## src/source/uart_cfg.svh

```systemverilog
`ifndef UART_CFG_SVH
`define UART_CFG_SVH

// core clock in Hz.
`define UART_CLK_FREQ 100000000

// serial bit rate.
`define UART_BAUD 6250000

// entries in each of the transmit and receive FIFOs.
`define UART_FIFO_DEPTH 4

`define UART_CLKS_PER_BIT (`UART_CLK_FREQ / `UART_BAUD)

`endif

```

## src/source/uart_pkg.sv

```systemverilog
`default_nettype none

package uart_pkg;

    typedef logic [7:0] byte_t;
    typedef logic [31:0] word_t;

    // address bit 0 selects the register.
    localparam logic ADDR_STATUS = 1'b0;
    localparam logic ADDR_DATA = 1'b1;

    typedef struct packed {
        logic rd;
        logic wr;
        logic addr;
        word_t wdata;
    } bus_req_t;

    typedef struct packed {
        byte_t data;
        logic frame_err;
    } rx_entry_t;

    // bit 0 is tx_not_full, bit 1 rx_not_empty, bit 2 the head frame error.
    typedef struct packed {
        logic [28:0] reserved;
        logic rx_frame_err;
        logic rx_not_empty;
        logic tx_not_full;
    } uart_status_t;

endpackage

`default_nettype wire

```

## src/source/uart_fifo.sv

```systemverilog
`default_nettype none

`include "uart_cfg.svh"

module uart_fifo #(
    parameter type T = logic [7:0],
    parameter int DEPTH = `UART_FIFO_DEPTH
) (
    input  wire  clk,
    input  wire  rst,
    input  wire  wr,
    input  wire T din,
    input  wire  rd,
    output T     dout,
    output logic full,
    output logic empty
);

    localparam int AW = (DEPTH > 1) ? $clog2(DEPTH) : 1;
    localparam int CW = $clog2(DEPTH + 1);

    T mem [DEPTH];
    logic [AW-1:0] wr_ptr;
    logic [AW-1:0] rd_ptr;
    logic [CW-1:0] count;
    logic do_wr;
    logic do_rd;

    function automatic logic [AW-1:0] next_ptr(input logic [AW-1:0] p);
        return (p == AW'(DEPTH - 1)) ? '0 : p + 1'b1;
    endfunction

    assign full = (count == CW'(DEPTH));
    assign empty = (count == '0);

    // writes while full and reads while empty are dropped.
    assign do_wr = wr && !full;
    assign do_rd = rd && !empty;

    // head entry is always visible.
    assign dout = mem[rd_ptr];

    always_ff @(posedge clk) begin
        if (do_wr) begin
            mem[wr_ptr] <= din;
        end
    end

    always_ff @(posedge clk or posedge rst) begin
        if (rst) begin
            wr_ptr <= '0;
            rd_ptr <= '0;
            count <= '0;
        end else begin
            if (do_wr) begin
                wr_ptr <= next_ptr(wr_ptr);
            end
            if (do_rd) begin
                rd_ptr <= next_ptr(rd_ptr);
            end
            case ({do_wr, do_rd})
                2'b10: count <= count + 1'b1;
                2'b01: count <= count - 1'b1;
                default: count <= count;
            endcase
        end
    end

endmodule

`default_nettype wire

```

## src/source/uart_tx.sv

```systemverilog
`default_nettype none

`include "uart_cfg.svh"

module uart_tx (
    input  wire                  clk,
    input  wire                  rst,
    input  wire                  start,
    input  wire uart_pkg::byte_t data,
    output logic                 txd,
    output logic                 busy
);

    import uart_pkg::*;

    localparam int CPB = `UART_CLKS_PER_BIT;
    localparam int CW = (CPB > 1) ? $clog2(CPB) : 1;

    logic [CW-1:0] clk_cnt;
    // 0 is the start bit, 1 to 8 the data, 9 the stop bit.
    logic [3:0] bit_idx;
    byte_t shreg;

    always_ff @(posedge clk) begin
        if (start && !busy) begin
            shreg <= data;
        end else if (busy && clk_cnt == CW'(CPB - 1) && bit_idx < 4'd8) begin
            shreg <= shreg >> 1;
        end
    end

    always_ff @(posedge clk or posedge rst) begin
        if (rst) begin
            txd <= 1'b1;
            busy <= 1'b0;
            clk_cnt <= '0;
            bit_idx <= '0;
        end else if (!busy) begin
            if (start) begin
                // start bit goes out right away.
                txd <= 1'b0;
                busy <= 1'b1;
                clk_cnt <= '0;
                bit_idx <= '0;
            end
        end else if (clk_cnt == CW'(CPB - 1)) begin
            clk_cnt <= '0;
            if (bit_idx == 4'd9) begin
                busy <= 1'b0;
            end else begin
                bit_idx <= bit_idx + 1'b1;
                if (bit_idx < 4'd8) begin
                    txd <= shreg[0];
                end else begin
                    txd <= 1'b1;
                end
            end
        end else begin
            clk_cnt <= clk_cnt + 1'b1;
        end
    end

endmodule

`default_nettype wire

```

## src/source/uart_rx.sv

```systemverilog
`default_nettype none

`include "uart_cfg.svh"

module uart_rx (
    input  wire                      clk,
    input  wire                      rst,
    input  wire                      rxd,
    output logic                     valid,
    output uart_pkg::rx_entry_t      entry
);

    import uart_pkg::*;

    localparam int CPB = `UART_CLKS_PER_BIT;
    localparam int HALF = CPB / 2;
    localparam int CW = (CPB > 1) ? $clog2(CPB) : 1;

    typedef enum logic [1:0] {
        RX_IDLE,
        RX_START,
        RX_DATA,
        RX_STOP
    } rx_state_t;

    rx_state_t state;
    logic rxd_meta;
    logic rxd_sync;
    logic rxd_prev;
    logic fall;
    logic [CW-1:0] clk_cnt;
    logic [2:0] bit_idx;
    byte_t shreg;

    // two flops against metastability, a third for edge detection.
    always_ff @(posedge clk or posedge rst) begin
        if (rst) begin
            rxd_meta <= 1'b1;
            rxd_sync <= 1'b1;
            rxd_prev <= 1'b1;
        end else begin
            rxd_meta <= rxd;
            rxd_sync <= rxd_meta;
            rxd_prev <= rxd_sync;
        end
    end

    assign fall = rxd_prev && !rxd_sync;

    always_ff @(posedge clk) begin
        if (state == RX_DATA && clk_cnt == CW'(CPB - 1)) begin
            shreg <= {rxd_sync, shreg[7:1]};
        end
        if (state == RX_STOP && clk_cnt == CW'(CPB - 1)) begin
            entry.data <= shreg;
            entry.frame_err <= !rxd_sync;
        end
    end

    always_ff @(posedge clk or posedge rst) begin
        if (rst) begin
            state <= RX_IDLE;
            valid <= 1'b0;
            clk_cnt <= '0;
            bit_idx <= '0;
        end else begin
            valid <= 1'b0;
            case (state)
                RX_IDLE: begin
                    clk_cnt <= '0;
                    if (fall) begin
                        state <= RX_START;
                    end
                end
                RX_START: begin
                    if (clk_cnt == CW'(HALF - 1)) begin
                        clk_cnt <= '0;
                        bit_idx <= '0;
                        // a glitch that is high again at mid-bit is ignored.
                        state <= rxd_sync ? RX_IDLE : RX_DATA;
                    end else begin
                        clk_cnt <= clk_cnt + 1'b1;
                    end
                end
                RX_DATA: begin
                    if (clk_cnt == CW'(CPB - 1)) begin
                        clk_cnt <= '0;
                        bit_idx <= bit_idx + 1'b1;
                        if (bit_idx == 3'd7) begin
                            state <= RX_STOP;
                        end
                    end else begin
                        clk_cnt <= clk_cnt + 1'b1;
                    end
                end
                RX_STOP: begin
                    if (clk_cnt == CW'(CPB - 1)) begin
                        valid <= 1'b1;
                        state <= RX_IDLE;
                    end else begin
                        clk_cnt <= clk_cnt + 1'b1;
                    end
                end
                default: state <= RX_IDLE;
            endcase
        end
    end

endmodule

`default_nettype wire

```

## src/source/uart_controller.sv

```systemverilog
`default_nettype none

`include "uart_cfg.svh"

module uart_controller (
    input  wire                     clk,
    input  wire                     rst,
    input  wire uart_pkg::bus_req_t req,
    output uart_pkg::word_t         data_rd,
    output logic                    irq,
    input  wire                     rxd,
    output logic                    txd
);

    import uart_pkg::*;

    typedef enum logic [1:0] {
        TX_IDLE,
        TX_SEND,
        TX_WAIT
    } tx_state_t;

    tx_state_t tx_state;

    logic tx_wr;
    byte_t tx_din;
    byte_t tx_head;
    logic tx_full;
    logic tx_empty;
    logic tx_pop;
    logic tx_busy;

    logic rx_valid;
    rx_entry_t rx_entry;
    logic rx_wr;
    logic rx_rd;
    rx_entry_t rx_head;
    logic rx_full;
    logic rx_empty;

    uart_status_t status;

    // accepted writes reach the FIFO one cycle after the strobe.
    always_ff @(posedge clk) begin
        tx_din <= req.wdata[7:0];
    end

    always_ff @(posedge clk or posedge rst) begin
        if (rst) begin
            tx_wr <= 1'b0;
        end else begin
            tx_wr <= req.wr && (req.addr == ADDR_DATA) && !tx_full;
        end
    end

    uart_fifo #(
        .T(byte_t),
        .DEPTH(`UART_FIFO_DEPTH)
    ) u_tx_fifo (
        .clk,
        .rst,
        .wr(tx_wr),
        .din(tx_din),
        .rd(tx_pop),
        .dout(tx_head),
        .full(tx_full),
        .empty(tx_empty)
    );

    // the head byte is handed over in the same cycle it is popped.
    assign tx_pop = (tx_state == TX_IDLE) && !tx_empty;

    always_ff @(posedge clk or posedge rst) begin
        if (rst) begin
            tx_state <= TX_IDLE;
        end else begin
            case (tx_state)
                TX_IDLE: if (!tx_empty) tx_state <= TX_SEND;
                TX_SEND: tx_state <= TX_WAIT;
                TX_WAIT: if (!tx_busy) tx_state <= TX_IDLE;
                default: tx_state <= TX_IDLE;
            endcase
        end
    end

    uart_tx u_tx (
        .clk,
        .rst,
        .start(tx_pop),
        .data(tx_head),
        .txd,
        .busy(tx_busy)
    );

    uart_rx u_rx (
        .clk,
        .rst,
        .rxd,
        .valid(rx_valid),
        .entry(rx_entry)
    );

    // frames that arrive while full are lost.
    assign rx_wr = rx_valid && !rx_full;
    assign rx_rd = req.rd && (req.addr == ADDR_DATA) && !rx_empty;

    uart_fifo #(
        .T(rx_entry_t),
        .DEPTH(`UART_FIFO_DEPTH)
    ) u_rx_fifo (
        .clk,
        .rst,
        .wr(rx_wr),
        .din(rx_entry),
        .rd(rx_rd),
        .dout(rx_head),
        .full(rx_full),
        .empty(rx_empty)
    );

    always_comb begin
        status = '0;
        status.tx_not_full = !tx_full;
        status.rx_not_empty = !rx_empty;
        status.rx_frame_err = !rx_empty && rx_head.frame_err;
    end

    // data read while empty keeps the previous value.
    always_ff @(posedge clk or posedge rst) begin
        if (rst) begin
            data_rd <= '0;
        end else if (req.rd) begin
            if (req.addr == ADDR_STATUS) begin
                data_rd <= word_t'(status);
            end else if (!rx_empty) begin
                data_rd <= word_t'(rx_head.data);
            end
        end
    end

    assign irq = !rx_empty;

endmodule

`default_nettype wire

```

## config.mk

```make
export PLATFORM = sky130hd
export DESIGN_NAME = uart_controller
export DESIGN_NICKNAME = d
export VERILOG_FILES = /design/src/source/uart_pkg.sv /design/src/source/uart_fifo.sv /design/src/source/uart_tx.sv /design/src/source/uart_rx.sv /design/src/source/uart_controller.sv
export VERILOG_INCLUDE_DIRS = /design/src /design/src/source
export SDC_FILE = /design/constraint.sdc
export NUM_CORES = 1
export LEC_CHECK = 0
export BUFFER_PORTS_ARGS = -buffer_cell sky130_fd_sc_hd__buf_2
export CORE_MARGIN = 2
export CORE_UTILIZATION = 55
export CTS_CLUSTER_SIZE = 14
export DETAILED_ROUTE_END_ITERATION = 6
export PLACE_DENSITY = 0.72
export SLEW_MARGIN = 10
export SYNTH_ARGS = -nofsm -noshare
export SYNTH_HDL_FRONTEND = slang
export SYNTH_SLANG_ARGS = --single-unit
```

## constraint.sdc

```tcl
create_clock -name clk -period 2.65 [get_ports clk]
set_input_delay 0.3975 -clock clk [delete_from_list [all_inputs] [get_ports clk]]
set_output_delay 0.3975 -clock clk [all_outputs]
set_load 0.03 [all_outputs]
```

# Word-level counts from Yosys, hierarchy flattened

Memory sizes are Yosys's and may differ from the RTL's.
Cells that the tools add are included.

Register bits: 105
Memories: 2
Bits in writable memories: 68
Input bits: 38
Logic and storage cells: 156

Multiplexer cells: 48
Eq/ne operators: 31
Add/subtract/negate cells: 12
Reductions and logical operators: 37
Magnitude comparators: 1

Memories:

| name          | depth | width | read ports | clocked after Yosys merged registers in | write ports | line            | text |
|---|---|---|---|---|---|---|---|
| u_rx_fifo.mem | 4     | 9     | 1          | 0                                       | 1           | uart_fifo.sv:22 | `T mem [DEPTH];` |
| u_tx_fifo.mem | 4     | 8     | 1          | 0                                       | 1           | uart_fifo.sv:22 |  |

Operator list:

| kind                                                                  | number |
|---|---|
| 32-bit two-way mux                                                    | 2 |
| 4-bit two-way mux                                                     | 9 |
| 2-bit two-way mux                                                     | 12 |
| 2-bit equality test, second input constant                            | 9 |
| 2-bit != test, second input constant                                  | 9 |
| 3-bit one-hot mux with 2 select lines                                 | 3 |
| 1-bit logical AND                                                     | 17 |
| 8-bit two-way mux                                                     | 2 |
| 4-bit one-hot mux with 4 select lines                                 | 1 |
| 1-bit two-way mux                                                     | 15 |
| 4-bit by 1-bit adder with 4-bit output, second input constant         | 3 |
| 4-bit equality test, second input constant                            | 3 |
| 2-bit nonzero test                                                    | 5 |
| 3-bit by 1-bit adder with 3-bit output, second input constant         | 3 |
| 3-bit equality test, second input constant                            | 3 |
| 2-bit by 1-bit adder with 2-bit output, second input constant         | 4 |
| 2-bit by 1-bit equality test with 1-bit output, second input constant | 4 |
| 2-bit one-hot mux with 4 select lines                                 | 1 |
| 1-bit logical NOT                                                     | 6 |
| 3-bit logical NOT                                                     | 2 |
| 3-bit two-way mux                                                     | 2 |
| 2-bit one-hot mux with 3 select lines                                 | 1 |
| 3-bit AND reduction                                                   | 2 |
| 3-bit by 1-bit subtractor with 3-bit output, second input constant    | 2 |
| other kinds (6)                                                       | 9 |

# Logic depth before layout (Yosys ltp)

Word-level depth: 6
Mapped depth: 10
Mapped depth without buffers: 9

# Hierarchy

Synthesis repeated with hierarchy kept, for this count alone.

Cell total of the unflattened synthesis: 418
Area, all modules: 6287.3 um^2

By module, submodules not included:

| module                 | seq. area each (um^2) | instances | cells an instance | area an instance (um^2) |
|---|---|---|---|---|
| uart_fifo at u_rx_fifo | 1256.2                | 1         | 88                | 1783.0 |
| uart_fifo at u_tx_fifo | 1136.1                | 1         | 83                | 1640.3 |
| uart_rx                | 839.6                 | 1         | 86                | 1162.4 |
| uart_tx                | 491.7                 | 1         | 86                | 887.1 |
| uart_controller        | 435.4                 | 1         | 75                | 814.5 |

# Least setup slack after synthesis

Ideal clock, no wire load.

Kind: register to register
Start: register u_rx_fifo.count[2]
End: register u_rx_fifo.count[2]
Period minus slack after synthesis: 2.175 ns
Required time: 2.525 ns
Slack: 0.475 ns
Cell stages (with the launch flop): 11
Data arrival time: 2.050 ns
Cell sequence: dfrtp_1 > nor3_1 > inv_1 > and3_1 > buf_2 > ha_1 > inv_1 > fa_1 > xor2_1 > nor2_1 > xor2_1

Cells in the longest elaborated chain, start to end: 6
Elaborated cells between the ends (all ways): 14
Those cells by class: 2 x add/sub; 3 x eq/ne; 1 x mux; 8 x reduce/logical

Ends and longest elaborated chain:

| what                                                                                         | line                   | text |
|---|---|---|
| start: declaration                                                                           | uart_fifo.sv:25        | `logic [CW-1:0] count;` |
| start signal: assignment                                                                     | uart_fifo.sv:62        | `2'b10: count <= count + 1'b1;` |
| start signal: assignment                                                                     | uart_fifo.sv:63        | `2'b01: count <= count - 1'b1;` |
| start signal: assignment                                                                     | uart_fifo.sv:64        | `default: count <= count;` |
| 3-bit logical NOT (*)                                                                        | uart_fifo.sv:34        | `assign empty = (count == '0);` |
| 1-bit logical NOT (*)                                                                        | -                      |  |
| via irq                                                                                      | uart_controller.sv:10  | `output logic irq,` |
| 1-bit logical AND                                                                            | uart_controller.sv:105 | `assign rx_rd = req.rd && (req.addr == ADDR_DATA) && !rx_empty;` |
| 1-bit logical AND (*)                                                                        | uart_fifo.sv:38        | `assign do_rd = rd && !empty;` |
| via u_rx_fifo.do_rd                                                                          | uart_fifo.sv:27        | `logic do_rd;` |
| 2-bit by 1-bit equality test with 1-bit output / 2-bit equality test (equally long branches) | uart_fifo.sv:61        | `case ({do_wr, do_rd})` |
| 3-bit one-hot mux with 2 select lines / 2-bit nonzero test (equally long branches)           | -                      |  |

The timed path passes the listed nets; every way through them passes the cells marked *.
A chain may end at the register's enable or synchronous reset.

# Worst setup path after layout

Start: register u_rx_fifo.count[2]
End: register u_rx_fifo.count[2]

Cells in the longest elaborated chain, start to end: 6
Elaborated cells between the ends (all ways): 14
Those cells by class: 2 x add/sub; 3 x eq/ne; 1 x mux; 8 x reduce/logical

Ends and longest elaborated chain:

| what                                                                                         | line |
|---|---|
| 3-bit equality test / 3-bit logical NOT (equally long branches)                              | uart_fifo.sv:33, uart_fifo.sv:34 |
| 1-bit logical NOT, on equally long branches                                                  | - |
| 1-bit logical AND, on equally long branches                                                  | uart_controller.sv:104, uart_controller.sv:105 |
| 1-bit logical AND, on equally long branches                                                  | uart_fifo.sv:37, uart_fifo.sv:38 |
| 2-bit by 1-bit equality test with 1-bit output / 2-bit equality test (equally long branches) | uart_fifo.sv:61 |
| 3-bit one-hot mux with 2 select lines / 2-bit nonzero test (equally long branches)           | - |

Parallel ways exist; a longest one is shown, timed or not.

==> out/metrics.cfg <==
[worst_setup_path]
timing.setup.critical_path_class = reg2reg
r2r_cells = 9
critPathLaunchType = register
timing.critical_path.to_type = register
timing.critical_path.from = u_rx_fifo.count[2]
crit_end = u_rx_fifo.count[2]
timing.reg2reg.setup_slack_ps = 390
worst_r2r_startpoint = u_rx_fifo.count[2]
worst-endpoint-arrival_ps = 2670
critical_path_required_ps = 3060
r2r_end = u_rx_fifo.count[2]
crit_path_max_fanout = 9

[sta]
timing_max_transition_violations_final = 0
share_of_the_cycle_needed_by_the_critical_path_after_routing_pct = 85.4
fin_tns_setup_ps = 0
finalClockSkew_ps = 4.84
final_period_minus_worst_setup_slack_ps = 2260
max_slew.worst_pin.slew_ps = 642
report.final.setup_viol = 0
rsz0062_at_grt = no
fmax_ghz = 0.442
hold_viol = 0
whs_ps = 181
slew-limit-headroom_pct = 57.2

[power_and_ir_drop]
static_power_due_to_leakage_nw = 2.84
power.switching_mw = 2.06
seq_power_share_pct = 45.5
clockPowerShare_pct = 32.8
p_per_area_nw_per_um2 = 999
combPwrFrac_pct = 21.7
vdd.ir_drop.worst_v = 0.000527
netSwitchingFraction_pct = 29.6
power.internal_mw = 4.91

[floorplanning]
die_w_um = 110
initial_utilization_pct = 56.5
placement_rows = 38
core_region_area_um2 = 10900
num_io_pins = 72
design.die.area_um2 = 12000
die_h_um = 110

[global_routing]
grt_first_pass_wirelength_mm = 15.3
globalRouteOverflowTotal = 0
initial_antenna_violation_count = 0
first_global_vias = 3132
grt_util_all_layers_pct = 17.3
grt_max_degree = 24

[placement]
place_area_um2 = 6310
placed_cell_count = 548
post-dp-hpwl_mm = 5.95
portBuffers = 23
routability_congestion = 0.768

[yosys]
syn_area_per_cell_um2 = 15.7
synth_largest_type_area_fraction_pct = 45.4
dominant_cell_type_by_area_after_synthesis = sky130_fd_sc_hd__edfxtp_1
synth_common_cells = sky130_fd_sc_hd__edfxtp_1 (93), sky130_fd_sc_hd__dfrtp_1 (44), sky130_fd_sc_hd__buf_4 (24), sky130_fd_sc_hd__inv_1 (24), sky130_fd_sc_hd__nand2_1 (24)
asr_flop_ratio_synth_pct = 32.2
yosys_register_bits = 149
syn_inst = 392
synth.area.top_cells = sky130_fd_sc_hd__edfxtp_1 (45%), sky130_fd_sc_hd__dfrtp_1 (18%), sky130_fd_sc_hd__ha_1 (4.5%), sky130_fd_sc_hd__mux4_1 (3.4%), sky130_fd_sc_hd__mux4_2 (3.3%)
synth_edf_count = 93
synth_most_common_cell = sky130_fd_sc_hd__edfxtp_1
synthDistinctLibCells = 45
synth.cell_area_um2 = 6150
synthesis.yosys.warnings = 0
ys_seq_area_share_pct = 67.6
synthFlopType = sky130_fd_sc_hd__edfxtp_1

[route]
drtAntennaViolNets = 0
drt_initial_violations = 265
drc = 0
via_count = 3103
wl_mm = 9.23
vias_per_cell = 5.26
wl_per_cell_um = 15.6
first_pass_iters = 7

[final_layout]
layout.filler_cells = 765
area_growth_pct = 13.6
final_core_util_pct = 64.1
post_layout_nonfiller_instances = 590
fin_area_um2 = 6980
layout.nets = 499
count_of_inserted_antenna_diode_cells = 0
fraction_of_final_layout_cells_sized_beyond_drive_strength_1_pct = 19.6

[clock_network]
ctsRootBufferMaster = sky130_fd_sc_hd__clkbuf_8
cts_inserted_buffers = 17
cts_tree = done
post_cts.repair.setup_buffers = 0
postCtsResizedCells = 0
cts.sinks = 149
cts.path.max_buffers = 2
cts-hold-fix-buffers = 10
cts_max_level = 4
clk_pin_slew_worst_paths_ps = 60
clock_insertion_delay_worst_skew_ps = 530

[job]
drv.max_cap_violation_count = 0

[outcome]
run_status = complete, no violations

[worst_hold_path]
hold_path_class = in2reg

[stage by stage]
step | setup slack [ps] | power, mW
floorplan | 475 | 4.40
global placement | 493 | 4.61
detailed placement | 399 | 4.72
CTS | 376 | 7.03
global route | 272 | 7.36
finish | 388 | 6.97
[critical path, stage by stage (launching register included)]
cell and delay [ps]:
sky130_fd_sc_hd__dfrtp_1 410, sky130_fd_sc_hd__nor3_1 360, sky130_fd_sc_hd__inv_1 140, sky130_fd_sc_hd__and3_1 330, sky130_fd_sc_hd__ha_1 280, sky130_fd_sc_hd__inv_1 80, sky130_fd_sc_hd__fa_1 190, sky130_fd_sc_hd__xor2_1 150
sky130_fd_sc_hd__nor2_1 70, sky130_fd_sc_hd__xor2_1 140
[per-layer routing]
| metal | GRT usage, % | part of all wire (%) | up-vias |
|---|---|---|---|
| li1 | - | - | 1484 |
| met1 | 22.1 | 46 | 1536 |
| met2 | 27.6 | 49 | 72 |
| met3 | 5.99 | 4.3 | 11 |
| met4 | 6.60 | 1.2 | 0 |
| met5 | 0 | 0 | - |
[cell type report]
cell class / instances / area (µm²) / area share (%)
Clock buffer: 20 / 445 / 6.38
Clock inverter: 12 / 130 / 1.86
Inverter: 24 / 90.1 / 1.29
Multi-Input combinational cell: 208 / 1740 / 24.9
Sequential cell: 149 / 4160 / 59.6
Tap cell: 140 / 175 / 2.51
Timing Repair Buffer: 37 / 245 / 3.51
[state kept, by name, summed over array words and instances, names as in the netlist, 8 cells and up, named ones only]
name and cells:
u_rx_fifo.mem 36, data_rd 8, u_rx.entry 9, u_tx_fifo.mem 32
u_tx.shreg 8, tx_din 8, u_rx.shreg 8
[cells by family after synthesis]
logic type,synth area share (%)
flops,67.6
simple gates,6.43
buf+inv,5.51
compound gates,3.87
mux,10.1
fa+ha+maj,5.13
xor+xnor,1.28
other cells,0.0610
[cells in the final DEF (no fill, tap or decap), types with 2 or more instances in the layout]
master	netlist	final
sky130_fd_sc_hd__a21bo_2	2	2
sky130_fd_sc_hd__a21o_1	2	2
sky130_fd_sc_hd__a21oi_1	5	5
sky130_fd_sc_hd__a22o_1	5	5
sky130_fd_sc_hd__a31oi_1	3	3
sky130_fd_sc_hd__and2_1	5	5
sky130_fd_sc_hd__and3_1	8	8
sky130_fd_sc_hd__buf_2	3	23
sky130_fd_sc_hd__buf_4	24	4
sky130_fd_sc_hd__bufinv_16	0	2
sky130_fd_sc_hd__clkbuf_16	0	16
sky130_fd_sc_hd__clkbuf_8	2	3
sky130_fd_sc_hd__clkinv_2	0	2
sky130_fd_sc_hd__clkinv_4	0	3
sky130_fd_sc_hd__clkinvlp_4	0	4
sky130_fd_sc_hd__conb_1	1	24
sky130_fd_sc_hd__dfrtp_1	44	44
sky130_fd_sc_hd__dfstp_2	4	4
sky130_fd_sc_hd__dfxtp_1	8	8
sky130_fd_sc_hd__dlygate4sd3_1	0	10
sky130_fd_sc_hd__edfxtp_1	93	93
sky130_fd_sc_hd__fa_1	2	2
sky130_fd_sc_hd__ha_1	22	22
sky130_fd_sc_hd__inv_1	24	23
sky130_fd_sc_hd__mux2_2	14	14
sky130_fd_sc_hd__mux2i_1	5	5
sky130_fd_sc_hd__mux4_1	8	8
sky130_fd_sc_hd__mux4_2	9	9
sky130_fd_sc_hd__nand2_1	24	24
sky130_fd_sc_hd__nand2b_1	3	3
sky130_fd_sc_hd__nand3_1	12	12
sky130_fd_sc_hd__nand4_1	4	4
sky130_fd_sc_hd__nor2_1	11	11
sky130_fd_sc_hd__nor2b_1	2	2
sky130_fd_sc_hd__nor3_1	4	4
sky130_fd_sc_hd__o21ai_0	14	14
sky130_fd_sc_hd__xnor2_1	2	2
sky130_fd_sc_hd__xor2_1	7	7
[power groups by stage]
stage          Sequential (mW)  Clock (mW)  Combinational (mW)
2_1_floorplan             3.15           0                1.25
3_3_place_gp              3.19           0                1.42
3_5_place_dp              3.22           0                1.50
4_1_cts                   3.18        2.32                1.52
5_1_grt                   3.23        2.43                1.70
6_report                  3.17        2.29                1.51
[worst min-delay path by stage]
stage	from	end	slack (ps)	depth (start not counted)
2_1_floorplan	u_rx.rxd_meta	u_rx.rxd_sync	350	0
3_3_place_gp	u_rx.rxd_meta	u_rx.rxd_sync	350	0
3_5_place_dp	u_rx.rxd_meta	u_rx.rxd_sync	350	0
4_1_cts	req[33]	tx_wr	150	2
5_1_grt	req[33]	tx_wr	160	2
6_report	req[33]	tx_wr	180	2
Note: power is estimated with default switching activity, not from simulation.
